===== src/adc_scan_pkg.sv =====
`default_nettype none

package adc_scan_pkg;

  // wishbone register map
  localparam logic [15:0] reg_bypass_lo = 16'd0;
  localparam logic [15:0] reg_bypass_hi = 16'd1;
  localparam logic [15:0] reg_cmon_en   = 16'd2;
  localparam logic [15:0] reg_tmon_en   = 16'd3;
  localparam logic [15:0] reg_adc_en    = 16'd4;
  localparam logic [15:0] reg_status    = 16'd5;

  localparam int chan_w   = 5;
  localparam int result_w = 12;
  localparam int cmon_n   = 10;
  localparam int tmon_n   = 11;
  localparam int count_w  = 8;

  // scan states, visible in the status word
  localparam logic [2:0] st_idle    = 3'd0;
  localparam logic [2:0] st_strobe  = 3'd1;
  localparam logic [2:0] st_convert = 3'd2;
  localparam logic [2:0] st_waiting = 3'd3;
  localparam logic [2:0] st_done    = 3'd4;

  localparam logic [cmon_n-1:0] cmon_rst   = '1; // all monitors on
  localparam logic [tmon_n-1:0] tmon_rst   = '1;
  localparam logic              adc_en_rst = 1'b1;

endpackage

`default_nettype wire

===== src/adc_channel_map.sv =====
`timescale 1ns/1ns
`default_nettype none

module adc_channel_map (
  input  wire  [adc_scan_pkg::chan_w-1:0]  chan_i,
  input  wire  [31:0]                      bypass_i,
  input  wire  [adc_scan_pkg::cmon_n-1:0]  cmon_en_i,
  input  wire  [adc_scan_pkg::tmon_n-1:0]  tmon_en_i,
  output logic                             bypassed_o,
  output logic                             need_strobe_o,
  output logic [adc_scan_pkg::cmon_n-1:0]  cmon_mask_o,
  output logic [adc_scan_pkg::tmon_n-1:0]  tmon_mask_o
);

  logic [adc_scan_pkg::cmon_n-1:0] cmon_sel;
  logic [adc_scan_pkg::tmon_n-1:0] tmon_sel;

  always_comb begin
    // current monitors sit on 2, 5, 8 .. 29
    for (int i = 0; i < adc_scan_pkg::cmon_n; i++)
      cmon_sel[i] = (int'(chan_i) == 3 * i + 2);
    // temperature monitors on 3, 6 .. 30
    for (int i = 0; i < adc_scan_pkg::tmon_n - 1; i++)
      tmon_sel[i] = (int'(chan_i) == 3 * i + 3);
    tmon_sel[adc_scan_pkg::tmon_n-1] = (chan_i == '1); // channel 31
  end

  assign cmon_mask_o   = cmon_sel & cmon_en_i;
  assign tmon_mask_o   = tmon_sel & tmon_en_i;
  assign need_strobe_o = (|cmon_mask_o) | (|tmon_mask_o);
  assign bypassed_o    = bypass_i[chan_i];

endmodule

`default_nettype wire


===== src/adc_reg_file.sv =====
`timescale 1ns/1ns
`default_nettype none

module adc_reg_file (
  input  wire                               wb_clk_i,
  input  wire                               wb_rst_i,
  input  wire                               wb_cyc_i,
  input  wire                               wb_stb_i,
  input  wire                               wb_we_i,
  input  wire  [15:0]                       wb_adr_i,
  input  wire  [15:0]                       wb_dat_i,
  output logic [15:0]                       wb_dat_o,
  output logic                              wb_ack_o,
  input  wire  [2:0]                        state_i,
  input  wire  [adc_scan_pkg::count_w-1:0]  result_count_i,
  input  wire                               adc_busy_i,
  input  wire                               adc_sample_i,
  input  wire                               adc_datavalid_i,
  input  wire                               adc_calibrate_i,
  output logic [31:0]                       bypass_o,
  output logic [adc_scan_pkg::cmon_n-1:0]   cmon_en_o,
  output logic [adc_scan_pkg::tmon_n-1:0]   tmon_en_o,
  output logic                              adc_en_o,
  output logic                              skip_o
);

  localparam logic [2:0] sel_zero = 3'd6; // unmapped address

  logic       cyc_go;
  logic [2:0] rd_sel;

  assign cyc_go = wb_cyc_i & wb_stb_i & ~wb_ack_o;

  always_ff @(posedge wb_clk_i) begin
    if (wb_rst_i) begin
      wb_ack_o  <= 1'b0;
      skip_o    <= 1'b0;
      rd_sel    <= sel_zero;
      bypass_o  <= '0;
      cmon_en_o <= adc_scan_pkg::cmon_rst;
      tmon_en_o <= adc_scan_pkg::tmon_rst;
      adc_en_o  <= adc_scan_pkg::adc_en_rst;
    end else begin
      wb_ack_o <= cyc_go;
      skip_o   <= 1'b0;
      if (cyc_go) begin
        case (wb_adr_i)
          adc_scan_pkg::reg_bypass_lo: begin
            rd_sel <= 3'd0;
            if (wb_we_i)
              bypass_o[15:0] <= wb_dat_i;
          end
          adc_scan_pkg::reg_bypass_hi: begin
            rd_sel <= 3'd1;
            if (wb_we_i)
              bypass_o[31:16] <= wb_dat_i;
          end
          adc_scan_pkg::reg_cmon_en: begin
            rd_sel <= 3'd2;
            if (wb_we_i)
              cmon_en_o <= wb_dat_i[adc_scan_pkg::cmon_n-1:0];
          end
          adc_scan_pkg::reg_tmon_en: begin
            rd_sel <= 3'd3;
            if (wb_we_i)
              tmon_en_o <= wb_dat_i[adc_scan_pkg::tmon_n-1:0];
          end
          adc_scan_pkg::reg_adc_en: begin
            rd_sel <= 3'd4;
            if (wb_we_i)
              adc_en_o <= wb_dat_i[0];
          end
          adc_scan_pkg::reg_status: begin
            rd_sel <= 3'd5;
            skip_o <= wb_we_i; // data ignored
          end
          default: rd_sel <= sel_zero;
        endcase
      end
    end
  end

  // status fields are read live
  always_comb begin
    case (rd_sel)
      3'd0: wb_dat_o = bypass_o[15:0];
      3'd1: wb_dat_o = bypass_o[31:16];
      3'd2: wb_dat_o = {{(16 - adc_scan_pkg::cmon_n){1'b0}}, cmon_en_o};
      3'd3: wb_dat_o = {{(16 - adc_scan_pkg::tmon_n){1'b0}}, tmon_en_o};
      3'd4: wb_dat_o = {15'b0, adc_en_o};
      3'd5: wb_dat_o = {1'b0, result_count_i, state_i,
                        adc_busy_i, adc_sample_i, adc_datavalid_i, adc_calibrate_i};
      default: wb_dat_o = 16'd0;
    endcase
  end

endmodule

`default_nettype wire


===== src/adc_sample_path.sv =====
`timescale 1ns/1ns
`default_nettype none

module adc_sample_path (
  input  wire                                wb_clk_i,
  input  wire                                wb_rst_i,
  input  wire                                strobe_load_i,
  input  wire                                strobe_clear_i,
  input  wire                                capture_i,
  input  wire  [adc_scan_pkg::cmon_n-1:0]    cmon_mask_i,
  input  wire  [adc_scan_pkg::tmon_n-1:0]    tmon_mask_i,
  input  wire  [adc_scan_pkg::chan_w-1:0]    chan_i,
  input  wire  [adc_scan_pkg::result_w-1:0]  adc_result_i,
  output logic [adc_scan_pkg::cmon_n-1:0]    current_stb_o,
  output logic [adc_scan_pkg::tmon_n-1:0]    temp_stb_o,
  output logic [adc_scan_pkg::result_w-1:0]  result_o,
  output logic [adc_scan_pkg::chan_w-1:0]    result_channel_o,
  output logic                               result_strb_o
);

  // monitor excitation
  always_ff @(posedge wb_clk_i) begin
    if (wb_rst_i) begin
      current_stb_o <= '0;
      temp_stb_o    <= '0;
    end else if (strobe_clear_i) begin
      current_stb_o <= '0;
      temp_stb_o    <= '0;
    end else if (strobe_load_i) begin
      current_stb_o <= cmon_mask_i;
      temp_stb_o    <= tmon_mask_i;
    end
  end

  always_ff @(posedge wb_clk_i) begin
    if (capture_i) begin
      result_o         <= adc_result_i;
      result_channel_o <= chan_i;
    end
  end

  always_ff @(posedge wb_clk_i) begin
    if (wb_rst_i)
      result_strb_o <= 1'b0;
    else
      result_strb_o <= capture_i; // one cycle per result
  end

endmodule

`default_nettype wire


===== src/adc_scan_counters.sv =====
`timescale 1ns/1ns
`default_nettype none

module adc_scan_counters #(
  parameter int settle_cycles = 400
) (
  input  wire                               wb_clk_i,
  input  wire                               wb_rst_i,
  input  wire                               load_settle_i,
  input  wire                               advance_i,
  input  wire                               capture_i,
  output logic                              settle_done_o,
  output logic [adc_scan_pkg::chan_w-1:0]   chan_o,
  output logic [adc_scan_pkg::count_w-1:0]  result_count_o
);

  localparam int settle_w = (settle_cycles > 1) ? $clog2(settle_cycles + 1) : 1;

  logic [settle_w-1:0] settle_cnt;

  always_ff @(posedge wb_clk_i) begin
    if (wb_rst_i) begin
      settle_cnt     <= '0;
      chan_o         <= '0;
      result_count_o <= '0;
    end else begin
      // loaded value gives settle_cycles+1 clocks until start
      if (load_settle_i)
        settle_cnt <= settle_w'(settle_cycles);
      else if (settle_cnt != '0)
        settle_cnt <= settle_cnt - 1'b1;
      if (advance_i)
        chan_o <= chan_o + 1'b1; // wraps 31 -> 0
      if (capture_i)
        result_count_o <= result_count_o + 1'b1;
    end
  end

  assign settle_done_o = (settle_cnt == '0);

endmodule

`default_nettype wire


===== src/adc_scan_ctrl.sv =====
`timescale 1ns/1ns
`default_nettype none

module adc_scan_ctrl #(
  parameter int settle_cycles = 400
) (
  input  wire                                wb_clk_i,
  input  wire                                wb_rst_i,
  input  wire                                wb_cyc_i,
  input  wire                                wb_stb_i,
  input  wire                                wb_we_i,
  input  wire  [15:0]                        wb_adr_i,
  input  wire  [15:0]                        wb_dat_i,
  output logic [15:0]                        wb_dat_o,
  output logic                               wb_ack_o,
  output logic                               adc_start_o,
  output logic [adc_scan_pkg::chan_w-1:0]    adc_chnum_o,
  input  wire                                adc_calibrate_i,
  input  wire                                adc_datavalid_i,
  input  wire                                adc_busy_i,
  input  wire                                adc_sample_i,
  input  wire  [adc_scan_pkg::result_w-1:0]  adc_result_i,
  output logic [adc_scan_pkg::cmon_n-1:0]    current_stb_o,
  output logic [adc_scan_pkg::tmon_n-1:0]    temp_stb_o,
  output logic [adc_scan_pkg::result_w-1:0]  result_o,
  output logic [adc_scan_pkg::chan_w-1:0]    result_channel_o,
  output logic                               result_strb_o
);

  logic [31:0]                       bypass;
  logic [adc_scan_pkg::cmon_n-1:0]   cmon_en;
  logic [adc_scan_pkg::tmon_n-1:0]   tmon_en;
  logic [adc_scan_pkg::cmon_n-1:0]   cmon_mask;
  logic [adc_scan_pkg::tmon_n-1:0]   tmon_mask;
  logic [adc_scan_pkg::chan_w-1:0]   chan;
  logic [adc_scan_pkg::count_w-1:0]  result_count;
  logic [2:0]                        state;
  logic adc_en, skip, bypassed, need_strobe, settle_done;
  logic load_settle, strobe_load, strobe_clear, capture, advance;

  assign adc_chnum_o = chan; // mux select follows the pointer

  adc_reg_file regs0 (
    .wb_clk_i, .wb_rst_i, .wb_cyc_i, .wb_stb_i, .wb_we_i,
    .wb_adr_i, .wb_dat_i, .wb_dat_o, .wb_ack_o,
    .state_i(state), .result_count_i(result_count),
    .adc_busy_i, .adc_sample_i, .adc_datavalid_i, .adc_calibrate_i,
    .bypass_o(bypass), .cmon_en_o(cmon_en), .tmon_en_o(tmon_en),
    .adc_en_o(adc_en), .skip_o(skip)
  );

  adc_channel_map map0 (
    .chan_i(chan), .bypass_i(bypass), .cmon_en_i(cmon_en), .tmon_en_i(tmon_en),
    .bypassed_o(bypassed), .need_strobe_o(need_strobe),
    .cmon_mask_o(cmon_mask), .tmon_mask_o(tmon_mask)
  );

  adc_scan_fsm fsm0 (
    .wb_clk_i, .wb_rst_i,
    .adc_en_i(adc_en), .skip_i(skip), .bypassed_i(bypassed),
    .need_strobe_i(need_strobe), .settle_done_i(settle_done),
    .adc_calibrate_i, .adc_busy_i, .adc_datavalid_i,
    .adc_start_o, .load_settle_o(load_settle), .strobe_load_o(strobe_load),
    .strobe_clear_o(strobe_clear), .capture_o(capture), .advance_o(advance),
    .state_o(state)
  );

  adc_scan_counters #(.settle_cycles(settle_cycles)) cnt0 (
    .wb_clk_i, .wb_rst_i,
    .load_settle_i(load_settle), .advance_i(advance), .capture_i(capture),
    .settle_done_o(settle_done), .chan_o(chan), .result_count_o(result_count)
  );

  adc_sample_path path0 (
    .wb_clk_i, .wb_rst_i,
    .strobe_load_i(strobe_load), .strobe_clear_i(strobe_clear), .capture_i(capture),
    .cmon_mask_i(cmon_mask), .tmon_mask_i(tmon_mask), .chan_i(chan),
    .adc_result_i, .current_stb_o, .temp_stb_o,
    .result_o, .result_channel_o, .result_strb_o
  );

endmodule

`default_nettype wire


===== src/adc_scan_fsm.sv =====
`timescale 1ns/1ns
`default_nettype none

module adc_scan_fsm (
  input  wire         wb_clk_i,
  input  wire         wb_rst_i,
  input  wire         adc_en_i,
  input  wire         skip_i,
  input  wire         bypassed_i,
  input  wire         need_strobe_i,
  input  wire         settle_done_i,
  input  wire         adc_calibrate_i,
  input  wire         adc_busy_i,
  input  wire         adc_datavalid_i,
  output logic        adc_start_o,
  output logic        load_settle_o,
  output logic        strobe_load_o,
  output logic        strobe_clear_o,
  output logic        capture_o,
  output logic        advance_o,
  output logic [2:0]  state_o
);

  logic [2:0] state;
  logic [2:0] state_nxt;
  logic       start_nxt;

  always_comb begin
    state_nxt      = state;
    start_nxt      = adc_start_o;
    load_settle_o  = 1'b0;
    strobe_load_o  = 1'b0;
    strobe_clear_o = 1'b0;
    capture_o      = 1'b0;
    advance_o      = 1'b0;
    case (state)
      adc_scan_pkg::st_idle: begin
        if (adc_en_i && !adc_calibrate_i) begin
          if (bypassed_i) begin
            state_nxt = adc_scan_pkg::st_done;
          end else if (need_strobe_i) begin
            state_nxt     = adc_scan_pkg::st_strobe;
            load_settle_o = 1'b1;
            strobe_load_o = 1'b1; // strobes rise with the state change
          end else begin
            state_nxt = adc_scan_pkg::st_convert;
            start_nxt = 1'b1;
          end
        end
      end
      adc_scan_pkg::st_strobe: begin
        if (settle_done_i) begin
          state_nxt = adc_scan_pkg::st_convert;
          start_nxt = 1'b1;
        end
      end
      adc_scan_pkg::st_convert: begin
        if (adc_busy_i || adc_datavalid_i) begin
          state_nxt = adc_scan_pkg::st_waiting;
          start_nxt = 1'b0;
        end else if (skip_i) begin
          state_nxt      = adc_scan_pkg::st_done;
          start_nxt      = 1'b0;
          strobe_clear_o = 1'b1;
        end
      end
      adc_scan_pkg::st_waiting: begin
        if (adc_datavalid_i) begin
          state_nxt      = adc_scan_pkg::st_done;
          capture_o      = 1'b1;
          strobe_clear_o = 1'b1;
        end else if (skip_i) begin // hung conversion
          state_nxt      = adc_scan_pkg::st_done;
          start_nxt      = 1'b0;
          strobe_clear_o = 1'b1;
        end
      end
      adc_scan_pkg::st_done: begin
        state_nxt = adc_scan_pkg::st_idle;
        advance_o = 1'b1;
      end
      default: begin
        state_nxt = adc_scan_pkg::st_idle;
        start_nxt = 1'b0;
      end
    endcase
  end

  always_ff @(posedge wb_clk_i) begin
    if (wb_rst_i) begin
      state       <= adc_scan_pkg::st_idle;
      adc_start_o <= 1'b0;
    end else begin
      state       <= state_nxt;
      adc_start_o <= start_nxt;
    end
  end

  assign state_o = state;

endmodule

`default_nettype wire


===== config.mk =====
export PLATFORM = sky130hd
export DESIGN_NAME = adc_scan_ctrl
export DESIGN_NICKNAME = d
export VERILOG_FILES = /design/src/adc_scan_pkg.sv /design/src/adc_channel_map.sv /design/src/adc_reg_file.sv /design/src/adc_sample_path.sv /design/src/adc_scan_counters.sv /design/src/adc_scan_ctrl.sv /design/src/adc_scan_fsm.sv
export SDC_FILE = /design/constraint.sdc
export NUM_CORES = 1
export LEC_CHECK = 0
export BUFFER_PORTS_ARGS = -buffer_cell sky130_fd_sc_hd__buf_4
export CAP_MARGIN = 20
export CORE_ASPECT_RATIO = 1.5
export CORE_MARGIN = 8
export CORE_UTILIZATION = 51
export DETAILED_ROUTE_END_ITERATION = 8
export HOLD_SLACK_MARGIN = 0.15
export PLACE_DENSITY = 0.77
export SYNTH_ARGS = -nofsm -noshare
export SYNTH_HDL_FRONTEND = slang
export SYNTH_HIERARCHICAL = 1
export SYNTH_SLANG_ARGS = --single-unit

===== constraint.sdc =====
create_clock -name wb_clk_i -period 3.2 [get_ports wb_clk_i]
set_input_delay 0.32 -clock wb_clk_i [delete_from_list [all_inputs] [get_ports wb_clk_i]]
set_output_delay 0.32 -clock wb_clk_i [all_outputs]
set_load 0.02 [all_outputs]

# ---- Yosys cells after proc, flatten, opt, wreduce, memory -nomap -nowiden
# Cells that the tools add are included.
# Widths: inputs -> output; s select.
dict set report totals {
  reg_bits 124
  in_bits 53
  output_inout_bits 62
  elab_cells 126
}
dict set report classes {
  add_sub_neg 3
  order_cmp 1
  n_eq_ne 40
  n_mux 33
  n_bitwise 9
  n_reduce_logical 21
}
# operator n
set ops {}
lappend ops {{$pmux 16 s6} 1}
lappend ops {{$eq 5x5->1 const B} 12}
lappend ops {{$eq 16x2->1 const B} 2}
lappend ops {{$eq 16x3->1 const B} 2}
lappend ops {{$eq 5x4->1 const B} 5}
lappend ops {{$mux 1} 18}
lappend ops {{$mux 3} 6}
lappend ops {{$mux 9} 2}
lappend ops {{$pmux 3 s6} 1}
lappend ops {{$eq 16x1->1 const B} 1}
lappend ops {{$logic_not 16->1} 1}
lappend ops {{$eq 5x3->1 const B} 3}
lappend ops {{$reduce_and 3->1} 5}
lappend ops {{$eq 3x2->1 const B} 4}
lappend ops {{$pmux 3 s4} 1}
lappend ops {{$and 11x11->11} 1}
lappend ops {{$reduce_or 11->1} 1}
lappend ops {{$and 10x10->10} 1}
lappend ops {{$reduce_or 10->1} 1}
lappend ops {{$eq 3x3->1 const B} 3}
lappend ops {{$logic_not 9->1} 1}
lappend ops {{$reduce_bool 9->1} 1}
lappend ops {{$sub 9x1->9 const B} 1}
lappend ops {{$add 8x1->8 const B} 1}
lappend ops {{22 further kinds} 32}

# ---- Logic depth before layout (Yosys ltp)
dict set report logic_depth {
  depth_word 9
  mapped_depth 15
  mapped_depth_nobuf 11
}

# ---- Cells and area by module
# The synthesis kept the hierarchy.
# module n_inst cells_per_inst area_per_inst_um2 seq_area_each_um2
set by_module_without_submodules {}
lappend by_module_without_submodules {adc_reg_file 1 319 2999.1 1181.1}
lappend by_module_without_submodules {adc_sample_path 1 88 1300.0 950.9}
lappend by_module_without_submodules {adc_scan_counters 1 114 1021.0 440.4}
lappend by_module_without_submodules {adc_channel_map 1 73 620.6 0.0}
lappend by_module_without_submodules {adc_scan_fsm 1 39 286.5 80.1}

# ---- Least setup slack after synthesis
# Ideal clock, no wire load.
dict set report synth_path {
  path_type {reg-to-reg}
  from {register cnt0/chan_o[0] (netlist bit)}
  to {register path0/current_stb_o[0] (netlist bit)}
  setup_ps 117
  arrival_time_ps 2972
  required_time_ps 3083
  path_slack_ps 111
  stages_incl_launch_ff 13
  n_path_buf 4
  synth_period_minus_slack_ps 3089
  cell_sequence {dfxtp_1 -> buf_6 -> mux4_2 -> a2111oi_0 -> a21oi_1 -> nor2_1 -> nand3_1 -> nor2_1 -> buf_4 -> buf_4 -> buf_8 -> mux2i_1 -> nor2_1}
}
dict set report synth_via {
  word_cells_on_any_way 32
  classes_between {eq/ne: 21; mux: 6; bitwise: 3; reduce/logical: 2}
}
# element line
set synth_lines {}
lappend synth_lines {{start: declaration} adc_scan_counters.sv:13} ;# output logic [adc_scan_pkg::chan_w-1:0] chan_o,
lappend synth_lines {{start signal: assignment} adc_scan_counters.sv:33} ;# chan_o <= chan_o + 1'b1;
lappend synth_lines {{$bmux 1 s5} adc_channel_map.sv:31} ;# assign bypassed_o = bypass_i[chan_i];
lappend synth_lines {{$mux 1 (not written as such)} adc_channel_map.sv:31}
lappend synth_lines {{named net bypassed} adc_scan_ctrl.sv:38} ;# logic adc_en, skip, bypassed, need_strobe, settle_done;
lappend synth_lines {{$mux 1 (3 in a row)} n/a}
lappend synth_lines {{named net load_settle} adc_scan_ctrl.sv:39} ;# logic load_settle, strobe_load, strobe_clear, capture, advance;
lappend synth_lines {{end signal: assignment} adc_sample_path.sv:30} ;# current_stb_o <= cmon_mask_i;
lappend synth_lines {{end: declaration} adc_sample_path.sv:14} ;# output logic [adc_scan_pkg::cmon_n-1:0] current_stb_o,
# The timed path passes the listed nets, and every way through them passes these cells. The select of a mux whose other input is x is not followed.
# A chain may end at the register's enable or synchronous reset.

# ---- Worst setup path after layout
dict set report layout_path {
  from {register cnt0/chan_o[0] (netlist bit)}
  to {register cnt0.settle_cnt[3]}
}
dict set report layout_via {
  elab_chain_cells 9
  word_cells_on_any_way 33
  classes_between {eq/ne: 21; mux: 6; bitwise: 3; reduce/logical: 3}
}
# element line
set layout_lines {}
lappend layout_lines {{$eq 5x5->1} adc_channel_map.sv:21} ;# cmon_sel[i] = (int'(chan_i) == 3 * i + 2);
lappend layout_lines {{$and 10x10->10} adc_channel_map.sv:28} ;# assign cmon_mask_o = cmon_sel & cmon_en_i;
lappend layout_lines {{named net cmon_mask, one bit} adc_scan_ctrl.sv:33} ;# logic [adc_scan_pkg::cmon_n-1:0] cmon_mask;
lappend layout_lines {{$reduce_or 10->1} adc_channel_map.sv:30} ;# assign need_strobe_o = (|cmon_mask_o) | (|tmon_mask_o);
lappend layout_lines {{$or 1x1->1} adc_channel_map.sv:30}
lappend layout_lines {{named net need_strobe} adc_scan_ctrl.sv:38}
lappend layout_lines {{$mux 1} adc_scan_fsm.sv:41} ;# end else if (need_strobe_i) begin
lappend layout_lines {{$mux 1} adc_scan_fsm.sv:39} ;# if (bypassed_i) begin
lappend layout_lines {{$mux 1} adc_scan_fsm.sv:38} ;# if (adc_en_i && !adc_calibrate_i) begin
lappend layout_lines {{$mux 1} adc_scan_fsm.sv:36} ;# case (state)
lappend layout_lines {{named net load_settle} adc_scan_ctrl.sv:39}
lappend layout_lines {{$reduce_or 2->1 (no source line)} n/a}
lappend layout_lines {{end signal: assignment} adc_scan_counters.sv:29} ;# settle_cnt <= settle_w'(settle_cycles);
lappend layout_lines {{end signal: assignment} adc_scan_counters.sv:31} ;# settle_cnt <= settle_cnt - 1'b1;
lappend layout_lines {{end: declaration} adc_scan_counters.sv:19} ;# logic [settle_w-1:0] settle_cnt;
# The timed path passes the listed nets, and every way through them passes these cells. The select of a mux whose other input is x is not followed.

==> impl_metrics.tcl <==
set metrics [dict create \
    status "complete, no violations" \
    cts_root_buf "clkbuf_16" \
    hp-start "wb_adr_i[1]" \
    cp-start-kind "flip-flop" \
    syn-num-nets 690 \
    viasPerCell 5.74 \
    endpoint_kind "flip-flop" \
    cts_resized 0 \
    drc_errors 0 \
    dpl_worst_slack_ns 0.398 \
    grt_pass1_vias 5457 \
    htreeDepth 4 \
    p_per_area_nw_per_um2 513 \
    syn_to_final_growth_pct 26.6 \
    synthArstFlopShare_pct 0 \
    antenna_found_initial 0 \
    numCtsBuffers 17 \
    io_pins 115 \
    min_period_ns 2.87 \
    routed_wl_microns 18000 \
    tns_ns 0 \
    vias 5273 \
    hp-class "input pin to flip-flop" \
    num_rows 49 \
    insertion_delay_ns 0.40 \
    wire_per_inst_microns 19.6 \
    hold_depth 2 \
    peakVddDrop_v 0.000386 \
    power.leakage_nw 3.29 \
    die_x_microns 106 \
    crit_required_ns 3.53 \
    fin_ws_ns 0.332 \
    overflow 0 \
    grt_max_degree 84 \
    initial_utilization_pct 52.1 \
    path_class "flip-flop to flip-flop" \
    r2r_cells 12 \
    slew_headroom_pct 45.5 \
    multi_input_area_sq_um 3320 \
    crit_fanout 29 \
    dp_hpwl_microns 13900 \
    critPathArrivalTime_ns 3.20 \
    max_freq_mhz 349 \
    place_congestion 0.952 \
    drtIter0Drc 318 \
    avgSynthCellArea_sq_um 9.84 \
    skew_ns 0.00820 \
    synth_edf_count 17 \
    final_nets 810 \
    timing.rr.start "cnt0/chan_o[0]$_SDFFE_PP0P_" \
    ff2ff_setup_slack_ns 0.33 \
    r2r-end "cnt0/settle_cnt[3]$_SDFFE_PP0N_" \
    n_antenna_cell 0 \
    dr.pass1.iters 5 \
    seq_area_frac_synth_pct 42.6 \
    top_usage_layer "met2" \
    cts_tree "built" \
    io_buffers 114 \
    ys.flop_type "dfxtp_1" \
    drv_slew 0 \
    period_share_pct 89.6 \
    grtUsageMet2_pct 40.3 \
    synth_cell_types 67 \
    worstMarginPinSlew_ns 0.807 \
    dieArea_sq_um 16100 \
    clock_path_buffers 2 \
    core-area_sq_um 12000 \
    grt_first_pass_wirelength_microns 28400 \
    fill_cells 928 \
    syn-cell-area_sq_um 6230 \
    die_y_microns 151 \
    drtAntennaViolNets 0 \
    grtUsageMet3_pct 5.49 \
    cts_sinks 124 \
    hold_viol 0 \
    grt_util_met1_pct 23.5 \
    setup_viol 0 \
    syn_inst 633 \
    yosys_warnings 6 \
    final-seq-area_sq_um 2650 \
    clk_pin_slew_ns 0.06 \
    drive_gt1_share_pct 25.2 \
    max-cap-violations 0 \
    track_usage_pct 22.4 \
    ys_ff_latch 124 \
    whs_endpoint "regs0/skip_o$_SDFF_PP0_" \
    rsz0062_at_grt "false" \
]
-- synthesized netlist by cell type (3+ instances only) --
master     number  share of area, %
a2111oi_0       3              0.42
a21oi_1        10              0.80
a31oi_1         8              0.80
and3_1         14               1.4
and3_2          5              0.60
and3b_1         4              0.56
buf_1           3              0.18
buf_2           4              0.32
buf_4           4              0.48
buf_6           5              0.90
clkbuf_1       22               1.3
dfxtp_1       107                34
edfxtp_1       17               8.2
ha_1            4              0.80
inv_1           6              0.36
mux2_2          3              0.54
mux2i_1        96                15
mux4_2         10               3.6
nand2_1        30               1.8
nand2b_1       51               5.1
nand3_1         9              0.72
nand3b_1        5              0.60
nand4_1         8              0.80
nor2_1         98               5.9
nor2b_1         5              0.50
nor3_1          6              0.48
nor3b_1         3              0.36
nor4_1          7              0.70
o21ai_0        17               1.4
o2bb2ai_1       4              0.56
or3_1           8              0.80
or4_1           6              0.72
xor2_1          6              0.84
-- critical path: stages (launching register included) --
cell and delay (ns):
dfxtp_1 0.42, buf_4 0.25, nor2_1 0.12, and3_1 0.27
nor4_1 0.29, nand2_1 0.10, or3_1 0.41, nand3_1 0.13
nor2_2 0.07, buf_12 0.17, nor2_1 0.32, nand2_1 0.11
mux2i_1 0.14
-- worst max path at each step --
| stage | from | endpoint | slack [ns] | cells after the start |
|---|---|---|---|---|
| finish | cnt0/chan_o[0]$_SDFFE_PP0P_ | cnt0/settle_cnt[3]$_SDFFE_PP0N_ | 0.33 | 12 |
| global route | cnt0/chan_o[0]$_SDFFE_PP0P_ | cnt0/settle_cnt[3]$_SDFFE_PP0N_ | 0.13 | 12 |
| CTS | cnt0/chan_o[0]$_SDFFE_PP0P_ | cnt0/settle_cnt[3]$_SDFFE_PP0N_ | 0.36 | 12 |
| detailed placement | cnt0/chan_o[0]$_SDFFE_PP0P_ | cnt0/settle_cnt[3]$_SDFFE_PP0N_ | 0.40 | 12 |
| global placement | cnt0/chan_o[0]$_SDFFE_PP0P_ | cnt0/settle_cnt[5]$_SDFFE_PP0N_ | 0.41 | 12 |
| floorplan | cnt0/chan_o[0]$_SDFFE_PP0P_ | path0/current_stb_o[0]$_SDFFE_PP0P_ | 0.11 | 12 |
-- registers in the layout (all words and copies together) (netlist names) --
register,cells
regs0/bypass_o,32
path0/result_o,12
path0/temp_stb_o,11
regs0/tmon_en_o,11
path0/current_stb_o,10
regs0/cmon_en_o,10
cnt0/settle_cnt,9
cnt0/result_count_o,8
cnt0/chan_o,5
path0/result_channel_o,5
fsm0/state_o,3
regs0/rd_sel,3
fsm0/adc_start_o,1
path0/result_strb_o,1
regs0/adc_en_o,1
regs0/skip_o,1
regs0/wb_ack_o,1
-- through the flow --
| step | utilization (%) | instance area, sq um | power [mW] | instances | hold WS (ns) |
|---|---|---|---|---|---|
| after floorplan | - | 6230 | 2.06 | 633 | 0.385 |
| after global placement | 60.1 | 7190 | 2.18 | 875 | 0.472 |
| after detailed placement | 60.1 | 7190 | 2.21 | 875 | 0.486 |
| after CTS | 65.9 | 7880 | 4.07 | 919 | 0.153 |
| after global routing | 65.9 | 7880 | 4.22 | 919 | 0.161 |
| final | 65.9 | 7880 | 4.05 | 919 | 0.168 |
-- layout by cell type, fill, tap and decap left out, drive strengths merged, types with 11 or more instances in the layout --
cell type	netlist	layout
dfxtp	107	107
nand2b	51	51
a21oi	11	11
nor2	98	98
and3	19	19
mux2i	96	96
buf	18	130
edfxtp	17	17
clkbuf	23	20
dlygate4sd3	0	12
mux4	12	12
o21ai	17	17
nand2	30	30
-- where the power goes --
part	switching, mW	internal (mW)
clock network	0.663	1.18
logic	0.271	0.225
registers	0.0688	1.64
total	1.00	3.04
-- layer usage --
metal | up-vias | part of all wire, %
li1 | 2517 | -
met1 | 2508 | 39
met2 | 207 | 52
met3 | 41 | 5.6
met4 | 0 | 4.1
met5 | - | 0
-- repair_timing --
action                    CTS  global route
hold buffers               12             0
hold endpoints to repair   12             0
setup buffers               0             0
-- logic make-up (layout without fill, tap and decap cells) --
kind of cell    after synthesis  after routing  synth area share, %
simple gates                281            281                 24.7
flops                       124            124                 42.6
mux                         111            111                 20.4
compound gates               58             58                 6.19
buf+inv                      47            180                 4.14
xor+xnor                      8              8                 1.13
fa+ha+maj                     4              4                0.804
-- cell type report --
type	instances	area share [%]
sequential	124	33.6
inverter	6	0.286
clock buffer	20	5.81
clock inverter	12	1.51
multi-input combinational	462	42.1
timing repair buffer	142	14.2
tap	153	2.43
(Power assumes the default switching activity.)
